<file path="src/include/slink_defs.svh">
// Link and memory sizing shared by the package and the RTL.
// Lane count must divide into whole beats; words are padded up to a lane multiple.
// Only log2(SLINK_MEM_WORDS) address bits reach the memory, so higher bits alias.

`ifndef SLINK_DEFS_SVH
`define SLINK_DEFS_SVH

// Data lanes per direction
`define SLINK_NUM_LANES 4

// Request address and data word widths in bits
`define SLINK_ADDR_W 16
`define SLINK_DATA_W 32

// DRAM model depth in words
`define SLINK_MEM_WORDS 256

`endif
</file>
<file path="src/source/slink_deserializer.sv">
// Lane-beat to word deserializer with a single holding register.
// link_ready_o is high exactly while the holding register is empty.
// The sender must not start a frame while link_ready_o is low.

`timescale 1ns/100ps

`include "slink_defs.svh"

module slink_deserializer #(
  parameter int WIDTH = 49
) (
  input  logic                        clk_i,
  input  logic                        rst_i,
  input  logic [`SLINK_NUM_LANES-1:0] lane_data_i,
  input  logic                        lane_valid_i,
  output logic                        link_ready_o,
  output logic [WIDTH-1:0]            data_o,
  output logic                        valid_o,
  input  logic                        ready_i
);

  localparam int LANES = `SLINK_NUM_LANES;
  localparam int BEATS = (WIDTH + LANES - 1) / LANES;
  localparam int PAD_W = BEATS * LANES;
  localparam int CNT_W = $clog2(BEATS + 1);

  logic [CNT_W-1:0] beat_cnt_q;
  logic [PAD_W-1:0] asm_q;
  logic [PAD_W-1:0] asm_next;
  logic [WIDTH-1:0] hold_q;
  logic             valid_q;
  logic             last_beat;

  //////////////////////////////
  // Assembly
  //////////////////////////////

  // New beats enter at the top, so the first beat ends up at bit 0
  assign asm_next  = {lane_data_i, asm_q[PAD_W-1:LANES]};
  assign last_beat = lane_valid_i && (beat_cnt_q == CNT_W'(BEATS - 1));

  always_ff @(posedge clk_i) begin
    if (rst_i) begin
      beat_cnt_q <= '0;
    end else if (last_beat) begin
      beat_cnt_q <= '0;
    end else if (lane_valid_i) begin
      beat_cnt_q <= beat_cnt_q + 1'b1;
    end
  end

  always_ff @(posedge clk_i) begin
    if (lane_valid_i) begin
      asm_q <= asm_next;
    end
  end

  //////////////////////////////
  // Holding register
  //////////////////////////////

  always_ff @(posedge clk_i) begin
    if (last_beat) begin
      hold_q <= asm_next[WIDTH-1:0];
    end
  end

  always_ff @(posedge clk_i) begin
    if (rst_i) begin
      valid_q <= 1'b0;
    end else if (last_beat) begin
      valid_q <= 1'b1;
    end else if (ready_i) begin
      valid_q <= 1'b0;
    end
  end

  assign data_o       = hold_q;
  assign valid_o      = valid_q;
  assign link_ready_o = !valid_q;

  // Relies on the serializer honouring link_ready
  a_no_overrun: assert property (@(posedge clk_i) disable iff (rst_i)
    lane_valid_i |-> !valid_q)
    else $error("deserializer got a beat while its holding register was full");

endmodule

</file>
<file path="config.mk">
export PLATFORM = sky130hd
export DESIGN_NAME = slink_deserializer
export DESIGN_NICKNAME = d
export VERILOG_FILES = /design/src/source/slink_deserializer.sv
export VERILOG_INCLUDE_DIRS = /design/src /design/src/include
export SDC_FILE = /design/constraint.sdc
export NUM_CORES = 1
export LEC_CHECK = 0
export BUFFER_PORTS_ARGS = -buffer_cell sky130_fd_sc_hd__clkbuf_2
export CAP_MARGIN = 0
export CORE_ASPECT_RATIO = 0.6
export CORE_MARGIN = 3
export CORE_UTILIZATION = 45
export CTS_CLUSTER_SIZE = 16
export DETAILED_ROUTE_END_ITERATION = 8
export GPL_TIMING_DRIVEN = 0
export PLACE_DENSITY_LB_ADDON = 0.3
export REMOVE_ABC_BUFFERS = 1
export SETUP_SLACK_MARGIN = 0.15
export SKIP_LAST_GASP = 1
export SLEW_MARGIN = 0
export SYNTH_ARGS = -nofsm -noshare
export SYNTH_HDL_FRONTEND = slang
export SYNTH_SLANG_ARGS = --single-unit
</file>
<file path="constraint.sdc">
create_clock -name clk_i -period 1.9 [get_ports clk_i]
set_clock_uncertainty 0.05 [all_clocks]
set_input_delay 0.19 -clock clk_i [delete_from_list [all_inputs] [get_ports clk_i]]
set_output_delay 0.19 -clock clk_i [all_outputs]
set_load 0.02 [all_outputs]
</file>
# After elaboration in Yosys (flattened, before gate mapping)
# Index checks and enable logic that the tools add are counted.
# W data, S select, Z words.
[word_totals]
word_cells = 12
regBits = 106
out_inout_bits = 51
in_bits = 8
[op_classes]
n_mux = 2
reduce_logical = 4
eq_ne = 1
n_addsub = 1
[op_table]
columns = ["cell", "count"]
rows = [
  ["$add A4 B1 Y4 const B", 1],
  ["$eq A4 B4 Y1 const B", 1],
  ["$mux W1", 2],
  ["$reduce_bool A2 Y1", 1],
  ["$reduce_or A2 Y1", 1],
  ["$logic_and A1 B1 Y1", 1],
  ["$logic_not A1 Y1", 1],
]

# Depth between registers and ports, before layout
# Gate-level depths: netlist of the first run.
[depth]
ltp_word = 3
mapped_depth = 5
ltp_nobuf = 5

# Worst setup path before layout of the first run
# No wires, ideal clock.
[synth_timing]
kind = "register to register"
startpoint = "reg beat_cnt_q[0]"
endpoint = "reg hold_q[0], in the netlist data_o[0] (enable)"
path_slack_ns = -0.203
arrival_time_ns = 1.650
path_stages_with_launch = 5
cell_sequence = "dfxtp_1 -> inv_1 -> ha_1 -> nand4_1 -> inv_1"
[synth_between]
elab_chain_cells = 2
[synth_rtl]
columns = ["element", "line", "source"]
rows = [
  ["from (decl)", "slink_deserializer.sv:27", "logic [CNT_W-1:0] beat_cnt_q;"],
  ["from (signal assigned)", "slink_deserializer.sv:48", "beat_cnt_q <= beat_cnt_q + 1'b1;"],
  ["$eq A4 B4 Y1", "slink_deserializer.sv:40", "assign last_beat = lane_valid_i && (beat_cnt_q == CNT_W'(BEATS - 1));"],
  ["$logic_and A1 B1 Y1", "slink_deserializer.sv:40", ""],
  ["net last_beat", "slink_deserializer.sv:32", "logic last_beat;"],
  ["to (signal assigned)", "slink_deserializer.sv:64", "hold_q <= asm_next[WIDTH-1:0];"],
  ["to (decl)", "slink_deserializer.sv:30", "logic [WIDTH-1:0] hold_q;"],
]
# The timed path passes the listed nets, and every way through them passes these cells.
# A chain may end at the register's enable or synchronous reset.

# Worst setup path after layout of the first run
[layout_timing]
startpoint = "reg beat_cnt_q[0]"
endpoint = "reg hold_q[16], in the netlist data_o[16] (enable)"
# Same word-level chain as after synthesis.

==> flow_summary.json, run 1 <==
{
  "rows": 22,
  "synth_top_cells_by_area": "edfxtp_1 93%, dfxtp_1 3.2%, ha_1 0.80%",
  "grt.total_usage_pct": 11.88,
  "drc_errors": 0,
  "io_pins": 59,
  "drive_above_1_share_pct": 37.93,
  "use_met1_pct": 14.04,
  "end_kind": "flip-flop",
  "max_freq_mhz": 628.0,
  "hold-worst-slack_ns": 0.06417,
  "slew_headroom_pct": 70.92,
  "final_common_cell": "edfxtp_1",
  "synth.distinct_cells": 14,
  "multi_input_comb_area_sq_um": 115.1,
  "die_h_um": 70.74,
  "hold_class": "input port to flip-flop",
  "grt_pass1_wl_mm": 7.044,
  "place_ws_ns": -0.8070,
  "fin_ws_ns": 0.3076,
  "die_area_sq_mm": 0.008056,
  "vias": 1341,
  "min_period_over_period_pct": 83.81,
  "critPathKind": "flip-flop to flip-flop",
  "p_leak_uw": 0.001432,
  "core_sq_mm": 0.006441,
  "grt_pass1_vias": 1372,
  "fillers": 489,
  "most-common-layout-cells": "97 x edfxtp_1, 57 x clkbuf_2, 9 x clkbuf_16, 5 x dfxtp_1, 5 x dlygate4sd3_1",
  "regToRegSetupSlack_ns": 0.31,
  "port_buffers": 58,
  "final_hold_viol_count": 0,
  "wl_per_cell_um": 14.94,
  "cts_max_level": 3,
  "synth_seq_cells": 102,
  "antenna_cells": 0,
  "tightest_slew_ns": 0.4363,
  "gr-max-usage-layer": "met2",
  "syn_area_sq_mm": 0.003143,
  "seq_area_sq_mm": 0.003013,
  "critPathBufInv": 3,
  "fin_cells": 287,
  "drtAntennaViolNets": 0,
  "worstPathCellList": "inv_1 -> ha_1 -> nand4_1 -> bufinv_8 -> buf_12",
  "clockBufferDepth": 2,
  "die_w_um": 113.9,
  "dp_cells": 265,
  "ys_seq_area_share_pct": 95.86,
  "outcome": "completed",
  "syn_inst": 122,
  "layout.nets": 208,
  "cellPowerDensity_mw_per_mm2": 1114,
  "setup_violations": 0,
  "area_delta_synth_final_pct": 25.04,
  "cp_slowest_cell": "dfxtp_1",
  "yosys_warnings": 0,
  "root_buffer": "clkbuf_16",
  "grt_antenna_before_repair": 0,
  "stdcell_area_sq_mm": 0.003930,
  "grt_overflow": 0,
  "yosysTopAreaCell": "edfxtp_1",
  "grt_max_degree": 54,
  "wl_mm": 4.289,
  "peakVddDrop_uv": 678.4,
  "arrival_ns": 1.56,
  "cp.required_ns": 1.87,
  "netlist.area_leader.share_pct": 92.68,
  "cts_tree": "built",
  "dpl.hpwl_mm": 2.717,
  "gp_congestion": 0.6648,
  "clock_latency_ns": 0.33,
  "cp-start-kind": "flip-flop",
  "cts_buffers": 9,
  "initial_core_util_pct": 48.80,
  "drv_slew": 0,
  "fin_crit_ns": 1.592,
  "drv_cap": 0,
  "met3_usage_pct": 7.778,
  "slowest_delay_ns": 0.35,
  "first_pass_iters": 4,
  "drtIter0Drc": 58,
  "cts.clk_slew.worst_paths_ns": 0.06,
  "vias_per_cell": 4.672,
  "clock_sinks": 102,
  "rsz0062_at_grt": "false",
  "critPathTopFamily": "buffers and inverters",
  "cp_max_fo": 34,
  "dpl_cell_area_sq_mm": 0.003558,
  "avgSynthCellArea_sq_um": 25.76,
  "met2_usage_pct": 18.00
}
-- synth_stat cells --
cell type	number
nand2b_1	1
xnor2_1	1
ha_1	2
nor2_2	1
nand2b_2	1
dfxtp_1	5
nand2_1	1
mux2i_1	1
a21oi_1	1
inv_1	4
xor2_1	2
nor2_1	3
edfxtp_1	97
nand4_1	2
-- layer usage --
layer,wire length (um),part of all wire [%],up-vias
li1,-,-,625
met1,1769,41,661
met2,2087,49,48
met3,394,9.2,7
met4,38,0.89,0
met5,0,0,-
-- final timing paths --
kind            startpoint         end  cells after the start
max          beat_cnt_q[0]  data_o[16]                      5
min                ready_i     valid_o                      3
max reg2reg  beat_cnt_q[0]  data_o[16]                      5
min reg2reg       asm_q[7]   data_o[3]                      0
-- worst register-to-register path, cell delays in order (launching register included) --
cell and delay, ns:
dfxtp_1 0.35, inv_1 0.07, ha_1 0.14, nand4_1 0.19
bufinv_8 0.27, buf_12 0.20
-- area by class of cell --
type | instances | share of cell area, %
clock buffers | 11 | 5.922
repair buffers | 65 | 9.583
well taps | 84 | 2.674
multi-input cells | 16 | 2.929
flip-flops and latches | 102 | 76.66
inverters | 4 | 0.7323
clock inverters | 5 | 1.496
-- stage by stage --
step / setup TNS (ns) / total power (uW) / utilization [%]
2_1_floorplan: -9.946 / 2620 / -
3_3_place_gp: -74.24 / 2654 / 54.93
3_5_place_dp: -36.54 / 2669 / 55.24
4_1_cts: 0 / 4425 / 60.72
5_1_grt: 0 / 4557 / 61.01
6_report: 0 / 4376 / 61.01
-- kinds of logic after synthesis --
logic type               Yosys count  synth area share, %
multiplexers                       1               0.3185
adder cells (fa/ha/maj)            2               0.7961
flip-flops                       102                95.86
AND/OR/NAND/NOR                    9                1.553
XOR/XNOR                           3               0.8361
AO/OA/AOI/OAI                      1               0.1591
buffers and inverters              4               0.4776
-- sequential cells by signal, indices dropped and copies added (netlist names) --
signal,cells
beat_cnt_q,4
data_o,49
valid_o,1
asm_q,48
-- where the power goes --
part | internal [uW] | total, uW | switching (uW)
Sequential | 2540 | 2570 | 32.1
Combinational | 22.5 | 55.2 | 32.7
Clock | 1020 | 1750 | 728
Total | 3580 | 4380 | 793
-- repair_timing --
action / 4_1_cts / 5_1_grt
cloned: 0 / 0
hold buffers: 5 / 0
setup endpoints to repair: 49 / 34
gates resized for setup: 3 / 2
endpoints found under the hold margin: 6 / 0
setup buffers: 0 / 1
Note: power is estimated with default switching activity, not from simulation.
==> run 2: changes to the inputs <==
- ABC_AREA: unset -> 1
- clock period: 1.9 -> 1.4 ns (I/O delays scaled with it)
==> run 2 against run 1 <==
  * The run now ends with negative setup slack left
  * Sequential power grew 36%
  * Synthesized area is 0.72% higher
  * Count of clock-buffer cells in the layout unchanged
  * Sequential cell count stayed put
  * Synthesized cell count grew 6.6%
  * Die area rose by 0.67%
  * Worst hold slack better by 0.0089 ns
  * Critical path type unchanged
==> flow_summary.json, run 2 <==
{
  "syn_inst": 130,
  "wl_mm": 4.745,
  "layout.nets": 234,
  "fin_crit_ns": 1.484,
  "final_common_cell": "edfxtp_1",
  "synth_common_cells": "97 x edfxtp_1, 7 x nor2_1, 6 x nand2_1",
  "fin_ws_ns": -0.08416,
  "synthXorXnorAreaFrac_pct": 0.5534,
  "critPathKind": "flip-flop to flip-flop",
  "core_sq_mm": 0.006441,
  "cp.required_ns": 1.40,
  "grt_max_degree": 55,
  "hold_class": "input port to flip-flop",
  "root_buffer": "clkbuf_16",
  "seq_area_sq_mm": 0.003019,
  "synthMuxAreaShare_pct": 0,
  "synthArstFlopShare_pct": 0,
  "synth_top_cells_by_area": "edfxtp_1 92%, dfxtp_1 3.2%, nor2_1 0.83%",
  "io_pins": 59,
  "die_area_sq_mm": 0.008110,
  "peakVddDrop_uv": 680.0,
  "setup_violations": 44,
  "fin_tns_setup_ns": -2.354,
  "drv_cap": 0,
  "rsz0062_at_grt": "true",
  "synth_fa_ha_area_share_pct": 0.7905,
  "drtAntennaViolNets": 0,
  "p_leak_uw": 0.001545,
  "drc_errors": 0,
  "cts_tree": "built",
  "drtIter0Drc": 40,
  "grt.total_usage_pct": 12.95,
  "utilization_pct": 66.03,
  "rows": 22,
  "worstPathCellList": "inv_4 -> ha_4 -> nand2_4 -> nor2_4 -> buf_6 -> buf_6 -> buf_6 -> buf_8",
  "synth_compound_gate_area_share_pct": 0.6719,
  "drv_slew": 0,
  "clock_sinks": 102,
  "slowest_delay_ns": 0.36,
  "multi_input_comb_area_sq_um": 187.7,
  "cts_max_level": 3,
  "fin_cells": 313,
  "violations": "negative setup slack",
  "cp-start-kind": "flip-flop",
  "fillers": 451,
  "die_h_um": 70.97,
  "yosysMostFrequentCell": "edfxtp_1",
  "cp_max_fo": 5,
  "vias": 1440,
  "tightest_slew_ns": 0.4342,
  "cts.clk_slew.worst_paths_ns": 0.07,
  "grt_antenna_before_repair": 0,
  "yosysTopAreaCell": "edfxtp_1",
  "power.total_uw": 5827,
  "slew_headroom_pct": 71.05,
  "synth_edf_count": 97,
  "gp_congestion": 0.6901,
  "avgSynthCellArea_sq_um": 24.35,
  "cts_buffers": 9,
  "end_kind": "flip-flop",
  "hold-worst-slack_ns": 0.07306,
  "drive_above_1_share_pct": 45.41,
  "synth_top_family_by_area": "simple AND/OR/NAND/NOR gates",
  "clockBufferDepth": 2,
  "netlist.area_leader.share_pct": 92.02,
  "min_period_over_period_pct": 106.0,
  "synth_seq_cells": 102,
  "synth-main-ff-cell": "edfxtp_1",
  "cellPowerDensity_mw_per_mm2": 1370,
  "dp_cells": 273,
  "yosys_warnings": 0,
  "dpl.hpwl_mm": 2.680,
  "die_w_um": 114.3,
  "outcome": "finished with violations",
  "grt_pass1_wl_mm": 7.665,
  "max_freq_mhz": 673.8,
  "critPathBufInv": 5,
  "grt_overflow": 0,
  "most-common-layout-cells": "97 x edfxtp_1, 57 x clkbuf_2, 9 x clkbuf_16, 7 x nor2_1, 7 x buf_6",
  "arrival_ns": 1.48,
  "synth.distinct_cells": 13,
  "first_pass_iters": 2,
  "clock_latency_ns": 0.33,
  "ys_seq_area_share_pct": 95.18,
  "largest_reg_flops": 49,
  "cp_slowest_cell": "dfxtp_4",
  "crit_top_cell": "buf_6",
  "critPathTopFamily": "buffers and inverters",
  "grt_pass1_vias": 1475,
  "syn_area_sq_mm": 0.003166,
  "antenna_cells": 0,
  "port_buffers": 58,
  "final_hold_viol_count": 0,
  "synthSimpleGateAreaFrac_pct": 2.332,
  "area_delta_synth_final_pct": 34.35,
  "vias_per_cell": 4.601,
  "wl_per_cell_um": 15.16,
  "initial_core_util_pct": 49.15
}
run 2: cell types whose count changed in the layout (fill, tap and decap cells not counted), sizes merged, moves of 2 or more:
| cell | previous run | this run |
|---|---|---|
| buf | 2 | 18 |
| nand2 | 1 | 7 |
| inv | 4 | 6 |
| bufinv | 2 | 0 |
| nor2 | 4 | 12 |
| nand2b | 2 | 0 |
| nand4 | 2 | 0 |
run 2: cell families (layout without fill, tap and decap cells):
group                    count (synthesis)  in the layout
AO/OA/AOI/OAI                            3              3
XOR/XNOR                                 2              2
adder cells (fa/ha/maj)                  2              2
buffers and inverters                    4            101
flip-flops                             102            102
AND/OR/NAND/NOR                         17             19
run 2: layout make-up:
| cell class | instances | share of cell area (%) |
|---|---|---|
| clock buffers | 11 | 5.472 |
| clock inverters | 5 | 1.000 |
| inverters | 4 | 0.4119 |
| multi-input cells | 26 | 4.413 |
| flip-flops and latches | 102 | 70.99 |
| well taps | 84 | 2.471 |
| repair buffers | 81 | 15.24 |
run 2: tightest hold or removal path: cells and delay by family:
family        cells  cell delay (ns)
buf+inv           1             0.07
simple gates      3             0.20
run 2: metrics by stage:
| stage | setup WS [ns] | instance area (sq um) |
|---|---|---|
| after global routing | -0.1427 | 4253 |
| after detailed placement | -1.281 | 3586 |
| after global placement | -2.198 | 3561 |
| final | -0.08416 | 4253 |
| after floorplan | -0.9530 | 3166 |
| after CTS | -0.07922 | 4222 |
run 2: routing by layer:
layer	vias up	global-route usage (%)	part of all wire, %
li1	693	-	-
met1	694	15.52	42
met2	46	20.82	49
met3	7	5.470	7.0
met4	0	5.534	1.2
met5	-	0	0
run 2: worst paths after layout:
| check | end | startpoint | depth (start not counted) | slack, ns |
|---|---|---|---|---|
| hold reg to reg | data_o[0] | asm_q[4] | 0 | 0.37 |
| setup / recovery | data_o[39] | beat_cnt_q[0] | 8 | -0.08 |
| hold / removal | valid_o | ready_i | 4 | 0.07 |
| setup reg to reg | data_o[39] | beat_cnt_q[0] | 8 | -0.08 |
run 2: repair_timing:
action	CTS	global route
gates cloned	5	1
hold buffers	5	0
setup buffers	12	1
endpoints found under the hold margin	6	0
setup endpoints to repair	81	53
pin swaps	3	5
gates resized for setup	23	5
run 2: power breakdown:
group / total, uW / internal [uW] / switching, uW
registers: 3490 / 3440 / 43.5
clock network: 2250 / 1220 / 1020
logic: 94.4 / 41.2 / 53.2
