==> src/include/slink_defs.svh <==
// Link and memory sizing shared by the package and the RTL.
// Lane count must divide into whole beats; words are padded up to a lane multiple.
// Only log2(SLINK_MEM_WORDS) address bits reach the memory, so higher bits alias.

`ifndef SLINK_DEFS_SVH
`define SLINK_DEFS_SVH

// Data lanes per direction
`define SLINK_NUM_LANES 4

// Request address and data word widths in bits
`define SLINK_ADDR_W 16
`define SLINK_DATA_W 32

// DRAM model depth in words
`define SLINK_MEM_WORDS 256

`endif
==> src/source/slink_pkg.sv <==
// Types for the serial memory link.
// Struct widths follow the sizes in slink_defs.svh: request 49 bits, response 33 bits.

`include "slink_defs.svh"

package slink_pkg;

  //////////////////////////////
  // Memory operations
  //////////////////////////////

  typedef enum logic {
    MEM_READ  = 1'b0,
    MEM_WRITE = 1'b1
  } mem_op_e;

  // Host request, op sits in the top bit
  typedef struct packed {
    mem_op_e                   op;
    logic [`SLINK_ADDR_W-1:0]  addr;
    logic [`SLINK_DATA_W-1:0]  wdata;
  } mem_req_t;

  // Writes echo the stored word in rdata
  typedef struct packed {
    mem_op_e                   op;
    logic [`SLINK_DATA_W-1:0]  rdata;
  } mem_rsp_t;

  //////////////////////////////
  // Serializer FSM
  //////////////////////////////

  typedef enum logic {
    SER_IDLE = 1'b0,
    SER_SEND = 1'b1
  } ser_state_e;

endpackage

==> src/source/slink_serializer.sv <==
// Word to lane-beat serializer for single-rate lanes with one frame at a time.
// A frame starts only while link_ready_i is high and then runs without gaps.
// Beats go out least significant lanes first; the word is zero-padded to whole beats.

`timescale 1ns/100ps

`include "slink_defs.svh"

module slink_serializer import slink_pkg::*; #(
  parameter int WIDTH = 49
) (
  input  logic                        clk_i,
  input  logic                        rst_i,
  input  logic [WIDTH-1:0]            data_i,
  input  logic                        valid_i,
  output logic                        ready_o,
  output logic [`SLINK_NUM_LANES-1:0] lane_data_o,
  output logic                        lane_valid_o,
  input  logic                        link_ready_i
);

  localparam int LANES = `SLINK_NUM_LANES;
  // Beats per frame rounded up
  localparam int BEATS = (WIDTH + LANES - 1) / LANES;
  localparam int PAD_W = BEATS * LANES;
  localparam int CNT_W = $clog2(BEATS + 1);

  ser_state_e       state_q;
  logic [CNT_W-1:0] beat_cnt_q;
  logic [PAD_W-1:0] shift_q;
  logic             accept;
  logic             last_beat;

  //////////////////////////////
  // Handshake
  //////////////////////////////

  assign ready_o   = (state_q == SER_IDLE) && link_ready_i;
  assign accept    = valid_i && ready_o;
  assign last_beat = (beat_cnt_q == CNT_W'(BEATS - 1));

  //////////////////////////////
  // Frame FSM
  //////////////////////////////

  always_ff @(posedge clk_i) begin
    if (rst_i) begin
      state_q    <= SER_IDLE;
      beat_cnt_q <= '0;
    end else begin
      case (state_q)
        SER_IDLE: begin
          if (accept) begin
            state_q    <= SER_SEND;
            beat_cnt_q <= '0;
          end
        end
        SER_SEND: begin
          beat_cnt_q <= beat_cnt_q + 1'b1;
          if (last_beat) begin
            state_q <= SER_IDLE;
          end
        end
        default: state_q <= SER_IDLE;
      endcase
    end
  end

  // Low lanes leave the payload shifter first
  always_ff @(posedge clk_i) begin
    if (accept) begin
      shift_q <= PAD_W'(data_i);
    end else if (state_q == SER_SEND) begin
      shift_q <= shift_q >> LANES;
    end
  end

  assign lane_data_o  = shift_q[LANES-1:0];
  assign lane_valid_o = (state_q == SER_SEND);

  //////////////////////////////
  // Checks
  //////////////////////////////

  // Accepted word gives exactly BEATS back-to-back beats
  a_frame_len: assert property (@(posedge clk_i) disable iff (rst_i)
    accept |=> lane_valid_o [*BEATS] ##1 !lane_valid_o)
    else $error("serializer frame length differs from %0d beats", BEATS);

  // First beat on the lanes only after the far side was ready
  a_no_start_busy: assert property (@(posedge clk_i) disable iff (rst_i)
    $rose(lane_valid_o) |-> $past(link_ready_i))
    else $error("serializer started a frame while link_ready was low");

endmodule

==> config.mk <==
export PLATFORM = sky130hd
export DESIGN_NAME = slink_serializer
export DESIGN_NICKNAME = d
export VERILOG_FILES = /design/src/source/slink_pkg.sv /design/src/source/slink_serializer.sv
export VERILOG_INCLUDE_DIRS = /design/src /design/src/include
export SDC_FILE = /design/constraint.sdc
export NUM_CORES = 1
export LEC_CHECK = 0
export ABC_CLOCK_PERIOD_IN_PS = 3090
export BUFFER_PORTS_ARGS = -buffer_cell sky130_fd_sc_hd__buf_2
export CAP_MARGIN = 20
export CORE_UTILIZATION = 52
export DETAILED_ROUTE_END_ITERATION = 10
export GPL_TIMING_DRIVEN = 0
export PLACE_DENSITY_LB_ADDON = 0.2
export SLEW_MARGIN = 25
export SYNTH_ARGS = -nofsm -noshare
export SYNTH_HDL_FRONTEND = slang
export SYNTH_SLANG_ARGS = --single-unit
export TNS_END_PERCENT = 20
==> constraint.sdc <==
create_clock -name clk_i -period 3.09 [get_ports clk_i]
set_clock_uncertainty 0.05 [all_clocks]
set_input_delay 0.618 -clock clk_i [delete_from_list [all_inputs] [get_ports clk_i]]
set_output_delay 0.618 -clock clk_i [all_outputs]
set_load 0.02 [all_outputs]
# Word-level counts from Yosys, hierarchy flattened

Cells that the tools add are included.

Register bits after elaboration: 54
Bits of input ports: 53
Logic and storage cells: 17

$add $sub $neg: 1
Eq/ne operators: 2
Muxes and demuxes: 7
Bitwise logic cells: 1
Reduce and logical (&&, ||, !) cells: 3

Operator list:

| kind                | count |
|---|---|
| $mux 49             | 2 |
| $pmux 4 s2          | 1 |
| $add 4x1->4 const B | 1 |
| $eq 4x4->1 const B  | 1 |
| $mux 4              | 1 |
| $logic_and 1x1->1   | 2 |
| $mux 1              | 2 |
| $ne 2x2->1 const B  | 1 |
| $pmux 1 s2          | 1 |
| $reduce_bool 2->1   | 1 |
| $not 1->1           | 1 |

# Logic depth before layout (Yosys ltp)

Gate-level depths: netlist of the first run.

Depth in word-level cells: 5
Mapped depth: 5
Mapped depth without buffers: 5

# Worst setup path before layout of the first run

No wires, ideal clock.

Kind: input-to-reg
Start: in valid_i
End: reg shift_q[0] (enable)
Setup time: 404 ps
Arrival: 1681 ps
Required time: 2636 ps
Slack: 955 ps
Stages: 2
Buffers on the path: 0
Path through: a21oi_1 > inv_1

Word-level cells in the longest chain between the ends: 2

Ends and longest elaborated chain:

| element                     | RTL line               | RTL |
|---|---|---|
| from (decl)                 | slink_serializer.sv:15 | `input logic valid_i,` |
| $logic_and 1x1->1           | slink_serializer.sv:39 | `assign accept = valid_i && ready_o;` |
| $reduce_bool 2->1 (no line) | -                      |  |
| to (signal assigned)        | slink_serializer.sv:72 | `shift_q <= PAD_W'(data_i);` |
| to (signal assigned)        | slink_serializer.sv:74 | `shift_q <= shift_q >> LANES;` |
| to (decl)                   | slink_serializer.sv:30 | `logic [PAD_W-1:0] shift_q;` |

No other way between the ends.
A chain may end at the register's enable or synchronous reset.

# Worst setup path in the final report of the first run

Start: reg state_q (netlist: lane_valid_o)
End: out ready_o

Word-level cells in the longest chain between the ends: 2

Ends and longest elaborated chain:

| element                | RTL line               | RTL |
|---|---|---|
| from (decl)            | slink_serializer.sv:28 | `ser_state_e state_q;` |
| from (signal assigned) | slink_serializer.sv:48 | `state_q <= SER_IDLE;` |
| from (signal assigned) | slink_serializer.sv:54 | `state_q <= SER_SEND;` |
| from (signal assigned) | slink_serializer.sv:61 | `state_q <= SER_IDLE;` |
| $not 1->1              | -                      |  |
| $logic_and 1x1->1      | slink_serializer.sv:38 | `assign ready_o = (state_q == SER_IDLE) && link_ready_i;` |
| to (decl)              | slink_serializer.sv:16 | `output logic ready_o,` |

No other way between the ends.

==> results of run 1 <==
==> power by group <==
part / total (W) / leakage, nW / switching, W / internal (W)
Combinational: 0.000193 / 0.577 / 0.0000848 / 0.000109
Sequential: 0.000896 / 0.513 / 0.0000152 / 0.000881
Clock: 0.000370 / 0.0426 / 0.000214 / 0.000156
Total: 0.00146 / 1.13 / 0.000314 / 0.00115
==> registers in the layout, summed over array words and instances, names as in the netlist <==
signal	count
lane_valid_o	1
beat_cnt_q	4
shift_q	49
==> logic make-up (layout without fill, tap and decap cells) <==
| family | after synthesis | count (layout) | share of synthesized area, % |
|---|---|---|---|
| flip-flops | 54 | 54 | 66.1 |
| multiplexers | 46 | 46 | 21.7 |
| buffers and inverters | 17 | 84 | 5.48 |
| AND/OR/NAND/NOR | 16 | 16 | 4.11 |
| AO/OA/AOI/OAI | 6 | 6 | 1.47 |
| adder cells (fa/ha/maj) | 2 | 2 | 1.05 |
==> cells in the final DEF, fill, tap and decap left out <==
| cell type | Yosys | final |
|---|---|---|
| a21oi_1 | 4 | 4 |
| a311oi_1 | 1 | 1 |
| a31oi_1 | 1 | 1 |
| and2b_2 | 1 | 1 |
| buf_12 | 0 | 1 |
| buf_2 | 0 | 58 |
| buf_4 | 5 | 5 |
| buf_6 | 1 | 1 |
| clkbuf_1 | 0 | 1 |
| clkbuf_8 | 4 | 9 |
| clkinv_1 | 0 | 1 |
| clkinv_2 | 0 | 1 |
| dfxtp_1 | 5 | 5 |
| edfxtp_1 | 49 | 49 |
| ha_1 | 2 | 2 |
| inv_1 | 7 | 6 |
| inv_2 | 0 | 1 |
| mux2_1 | 4 | 4 |
| mux2_2 | 41 | 41 |
| mux2i_1 | 1 | 1 |
| nand2_1 | 3 | 3 |
| nand3_1 | 3 | 3 |
| nand3b_1 | 1 | 1 |
| nand3b_4 | 1 | 1 |
| nor2_1 | 5 | 5 |
| or2b_1 | 1 | 1 |
| or3b_1 | 1 | 1 |
==> worst reg2reg max path, delay by kind of cell, from the launching register on <==
family	cells	cell delay, ns
compound gates	2	0.51
buf+inv	3	0.68
flops	1	0.34
==> stage by stage <==
stage	total power (W)	utilization [%]
2_1_floorplan	0.00104	-
3_3_place_gp	0.00109	62.3
3_5_place_dp	0.00111	62.8
4_1_cts	0.00148	64.6
5_1_grt	0.00153	64.6
6_report	0.00146	64.6
==> per-layer routing <==
metal / GRT usage [%] / up-vias
met5: 0 / -
met4: 6.35 / 0
met3: 6.40 / 5
met2: 27.6 / 43
met1: 21.1 / 623
li1: - / 652
==> cell type report <==
type	instances	area (um^2)	share of cell area, %
flip-flops and latches	54	1570	55.5
clock buffers	6	72.6	2.56
well taps	52	65.1	2.30
plain buffers	10	104	3.67
repair buffers	59	310	11.0
clock inverters	2	8.76	0.309
multi-input cells	70	674	23.8
inverters	7	26.3	0.928
==> worst min-delay path by stage <==
stage | from | to | slack, ns | depth (start not counted)
6_report | rst_i | beat_cnt_q[1] | 0.48 | 2
3_5_place_dp | beat_cnt_q[2] | beat_cnt_q[2] | 0.47 | 1
5_1_grt | rst_i | beat_cnt_q[0] | 0.48 | 2
4_1_cts | rst_i | lane_valid_o | 0.47 | 2
3_3_place_gp | beat_cnt_q[2] | beat_cnt_q[2] | 0.44 | 1
2_1_floorplan | beat_cnt_q[2] | beat_cnt_q[2] | 0.42 | 1
==> impl_metrics.env, run 1 <==
export IMPL_critPathMaxStageDelay_ns=0.37
export IMPL_synth_edf_count=49
export IMPL_die_area_um2=4840
export IMPL_netlist_top_cell_by_area="edfxtp_1"
export IMPL_p_leak_nw=1.13
export IMPL_grt_setup_unrepaired="false"
export IMPL_slew_headroom_pct=69.3
export IMPL_routabilityCongestion=0.719
export IMPL_viasPerCell=5.09
export IMPL_first_pass_iters=4
export IMPL_drv_cap=0
export IMPL_crit_start="lane_valid_o"
export IMPL_placed_cells=252
export IMPL_cp_cell_sequence="buf_4 > and2b_2 > buf_2"
export IMPL_ir_drop_mv=0.283
export IMPL_critPathTopFamily="flip-flops"
export IMPL_wl_per_cell_um=14.0
export IMPL_post_cts_buffers=0
export IMPL_syn_cell_area_um2=2380
export IMPL_die_h_um=69.6
export IMPL_synth_flop_cell="edfxtp_1"
export IMPL_grt_pass1_wl_um=6220
export IMPL_syn_inst=141
export IMPL_syn_to_final_growth_pct=19.2
export IMPL_ant_nets=0
export IMPL_worstSetupEndpointType="output pin"
export IMPL_cp_required_ns=2.42
export IMPL_antenna_cells=0
export IMPL_setup_viol=0
export IMPL_layout_cells_non_filler=260
export IMPL_clk_pin_slew_ns=0.09
export IMPL_ys_seq_elements=54
export IMPL_port_buffers=58
export IMPL_worstSetupPathType="register to output pin"
export IMPL_clockRootBuffer="clkbuf_8"
export IMPL_nets=262
export IMPL_wl_met1_um=1530
export IMPL_ctsHtreeMaxLevel=2
export IMPL_totalWireLength_um=3650
export IMPL_grt_pass1_vias=1342
export IMPL_clk_latency_ns=0.30
export IMPL_synth_area_top_cells="edfxtp_1 62%, mux2_2 19%, dfxtp_1 4.2%, clkbuf_8 2.3%, mux2_1 1.9%"
export IMPL_place_area_um2=2750
export IMPL_drc=0
export IMPL_worst_r2r_setup_slack_ns=1.41
export IMPL_synth_most_common_cell="edfxtp_1"
export IMPL_fmax_mhz=536
export IMPL_arrival_ns=1.20
export IMPL_hold_viol=0
export IMPL_tightest_slew_ns=0.460
export IMPL_status="finished clean"
export IMPL_die_w_um=69.6
export IMPL_cts_buffers=5
export IMPL_fp_row_count=24
export IMPL_final_area_um2=2830
export IMPL_final_layout_size_suffix_gt1_share_pct=57.2
export IMPL_critPathMaxFanout=10
export IMPL_cts_tree="built"
export IMPL_ys_types=21
export IMPL_io_pins=59
export IMPL_cts_hold_buffers=0
export IMPL_start_util_pct=54.2
export IMPL_antenna_found_initial=0
export IMPL_clk_path_buf_depth=2
export IMPL_drv_slew=0
export IMPL_clock_sinks=54
export IMPL_ys_async_sr_fraction_pct=0
export IMPL_dp_hpwl_um=2640
export IMPL_path_buf_inv=2
export IMPL_avgSynthCellArea_um2=16.9
export IMPL_dr_wl_met3_um=241
export IMPL_nFillCells=344
export IMPL_fin_setup_tns_ns=0
export IMPL_cpMaxStageDelayCell="dfxtp_1"
export IMPL_yosys_warnings=0
export IMPL_pwr_density_cell_nw_per_um2=515
export IMPL_netlist_area_leader_share_pct=61.9
export IMPL_hold_class="input pin to register"
export IMPL_r2r_start="lane_valid_o"
export IMPL_crit_path_end="ready_o"
export IMPL_synth_nets=196
export IMPL_seq_area_frac_synth_pct=66.1
export IMPL_synth_common_cells="49 x edfxtp_1, 41 x mux2_2, 7 x inv_1"
export IMPL_post_place_ws_ns=1.08
export IMPL_grtUsageTotal_pct=17.1
export IMPL_wl_met2_um=1830
export IMPL_path_depth=3
export IMPL_cp_start_kind="register"
export IMPL_cts_resized=0
export IMPL_fin_crit_sh_pct=60.4
export IMPL_core_um2=4380
export IMPL_top_layer="met4"
export IMPL_drt_iter0_drc=79
export IMPL_grt_overflow=0
export IMPL_holdWs_ns=0.479
export IMPL_grt_max_degree=32
export IMPL_postLayoutSetupSlackWorst_ns=1.22
export IMPL_ff2ff_path_depth=5
export IMPL_rr_endpoint="beat_cnt_q[2]"
export IMPL_num_vias=1323
export IMPL_period_needed_ns=1.87
(Power assumes the default switching activity.)
==> inputs of run 2 (changes only) <==
--- a/config.mk
+++ b/config.mk
@@ -6,10 +6,10 @@
 export SDC_FILE = /design/constraint.sdc
 export NUM_CORES = 1
 export LEC_CHECK = 0
-export ABC_CLOCK_PERIOD_IN_PS = 3090
+export ABC_CLOCK_PERIOD_IN_PS = 1700
 export BUFFER_PORTS_ARGS = -buffer_cell sky130_fd_sc_hd__buf_2
 export CAP_MARGIN = 20
-export CORE_UTILIZATION = 52
+export CORE_UTILIZATION = 47
 export DETAILED_ROUTE_END_ITERATION = 10
 export GPL_TIMING_DRIVEN = 0
 export PLACE_DENSITY_LB_ADDON = 0.2
==> constraint.sdc (replaced) <==
create_clock -name clk_i -period 1.7 [get_ports clk_i]
set_clock_uncertainty 0.05 [all_clocks]
set_input_delay 0.34 -clock clk_i [delete_from_list [all_inputs] [get_ports clk_i]]
set_output_delay 0.34 -clock clk_i [all_outputs]
set_load 0.02 [all_outputs]
==> impl_metrics.env, run 2 (synthesized netlist as in run 1, its figures left out) <==
export IMPL_clockRootBuffer="clkbuf_8"
export IMPL_path_buf_inv=2
export IMPL_pwr_share_comb_pct=12.3
export IMPL_slew_headroom_pct=64.9
export IMPL_largest_reg_flops=49
export IMPL_clk_latency_ns=0.32
export IMPL_grt_setup_unrepaired="true"
export IMPL_grt_pass1_wl_um=5970
export IMPL_clk_path_buf_depth=2
export IMPL_first_pass_iters=4
export IMPL_top_register="shift_q"
export IMPL_drv_cap=0
export IMPL_multi_input_comb_area_um2=692
export IMPL_status="complete, but fails checks"
export IMPL_dp_hpwl_um=2620
export IMPL_routabilityCongestion=0.714
export IMPL_critPathTopFamily="buffers and inverters"
export IMPL_grt_pass1_vias=1369
export IMPL_pwr_density_cell_nw_per_um2=985
export IMPL_hold_viol=0
export IMPL_syn_to_final_growth_pct=22.2
export IMPL_fp_row_count=25
export IMPL_port_buffers=58
export IMPL_num_vias=1296
export IMPL_layout_common_cells="58 x buf_2, 49 x edfxtp_1, 41 x mux2_2, 9 x clkbuf_8, 6 x inv_1"
export IMPL_grt_max_degree=26
export IMPL_cpMaxStageDelayCell="clkinvlp_4"
export IMPL_clock_sinks=54
export IMPL_worstSetupPathType="register to register"
export IMPL_cp_cell_sequence="buf_6 > a21oi_4 > clkinvlp_4"
export IMPL_critPathMaxStageDelay_ns=0.53
export IMPL_p_sw_w=0.000623
export IMPL_fin_crit_sh_pct=101
export IMPL_post_cts_buffers=0
export IMPL_drt_iter0_drc=32
export IMPL_die_w_um=73.1
export IMPL_cp_start_kind="register"
export IMPL_setup_viol=37
export IMPL_regArea_um2=1570
export IMPL_switching_share_pct=21.8
export IMPL_io_pins=59
export IMPL_worstSetupEndpointType="register"
export IMPL_ctsHtreeMaxLevel=2
export IMPL_clockPowerShare_pct=30.6
export IMPL_fin_setup_tns_ns=-0.663
export IMPL_drc=0
export IMPL_start_util_pct=49.6
export IMPL_p_leak_nw=1.13
export IMPL_arrival_ns=1.58
export IMPL_final_layout_size_suffix_gt1_share_pct=59.8
export IMPL_tightest_slew_ns=0.523
export IMPL_viasPerCell=4.70
export IMPL_post_place_ws_ns=-0.599
export IMPL_postLayoutSetupSlackWorst_ns=-0.0229
export IMPL_ant_nets=0
export IMPL_core_um2=4790
export IMPL_final_common_cell="buf_2"
export IMPL_drv_slew=0
export IMPL_antenna_cells=0
export IMPL_die_h_um=73.1
export IMPL_cts_tree="built"
export IMPL_fmax_mhz=580
export IMPL_intPower_w=0.00223
export IMPL_hold_class="input pin to register"
export IMPL_clk_pin_slew_ns=0.10
export IMPL_grt_overflow=0
export IMPL_nFillCells=400
export IMPL_grtUsageTotal_pct=15.8
export IMPL_die_area_um2=5340
export IMPL_totalWireLength_um=3800
export IMPL_nets=263
export IMPL_cts_buffers=5
export IMPL_wl_per_cell_um=13.8
export IMPL_power_frac_seq_pct=57.1
export IMPL_critPathMaxFanout=25
export IMPL_cts_hold_buffers=0
export IMPL_violations="setup timing"
export IMPL_period_needed_ns=1.72
export IMPL_ir_drop_mv=0.682
export IMPL_antenna_found_initial=0
export IMPL_cp_required_ns=1.56
-- run 2: repair_timing --
item                                    CTS  global route
endpoints found under the hold margin     0             0
cloned                                    2             0
gates resized for setup                   1             1
endpoints found under the setup margin   50            38
-- run 2: cell type report --
cell class                      count  share of cell area (%)
Inverter                            7                    1.03
Multi-Input combinational cell     70                    23.8
Sequential cell                    54                    54.2
Tap cell                           67                    2.89
Clock buffer                        5                    2.37
Timing Repair Buffer               58                    10.0
Clock inverter                      3                    1.55
Timing Repair inverter              2                   0.431
Buffer                             10                    3.71
-- run 2: path summary, 6_finish.rpt --
path                                    start  cells past startpoint       endpoint  slack, ns
worst max-delay path             lane_valid_o                      3     shift_q[9]      -0.02
worst min-delay path                    rst_i                      2   lane_valid_o       0.19
worst min register to register  beat_cnt_q[3]                      2  beat_cnt_q[3]       0.47
worst max register to register   lane_valid_o                      3     shift_q[9]      -0.02
-- run 2: per-layer routing --
layer | track usage, % | up-vias | part of all wire, %
met1 | 16.0 | 590 | 40
met5 | 0 | - | 0
met4 | 9.80 | 0 | 2.7
met3 | 4.28 | 8 | 6.3
li1 | - | 656 | -
met2 | 28.5 | 42 | 51
-- run 2: power by group through the flow --
stage	Sequential [W]	Clock, W	Combinational (W)
2_1_floorplan	0.00165	0	0.000238
3_3_place_gp	0.00166	0	0.000336
3_5_place_dp	0.00167	0	0.000351
4_1_cts	0.00163	0.000897	0.000358
5_1_grt	0.00164	0.000932	0.000388
6_report	0.00163	0.000875	0.000352
-- run 2: through the flow --
step           total power, W  hold slack, ns  util [%]  area [um^2]  instances
6_report              0.00286           0.190      60.7         2900        276
5_1_grt               0.00296           0.195      60.7         2900        276
4_1_cts               0.00289           0.167      60.5         2900        276
3_5_place_dp          0.00202           0.460      57.9         2770        266
3_3_place_gp          0.00200           0.433      57.9         2770        266
2_1_floorplan         0.00189           0.352         -         2400        141
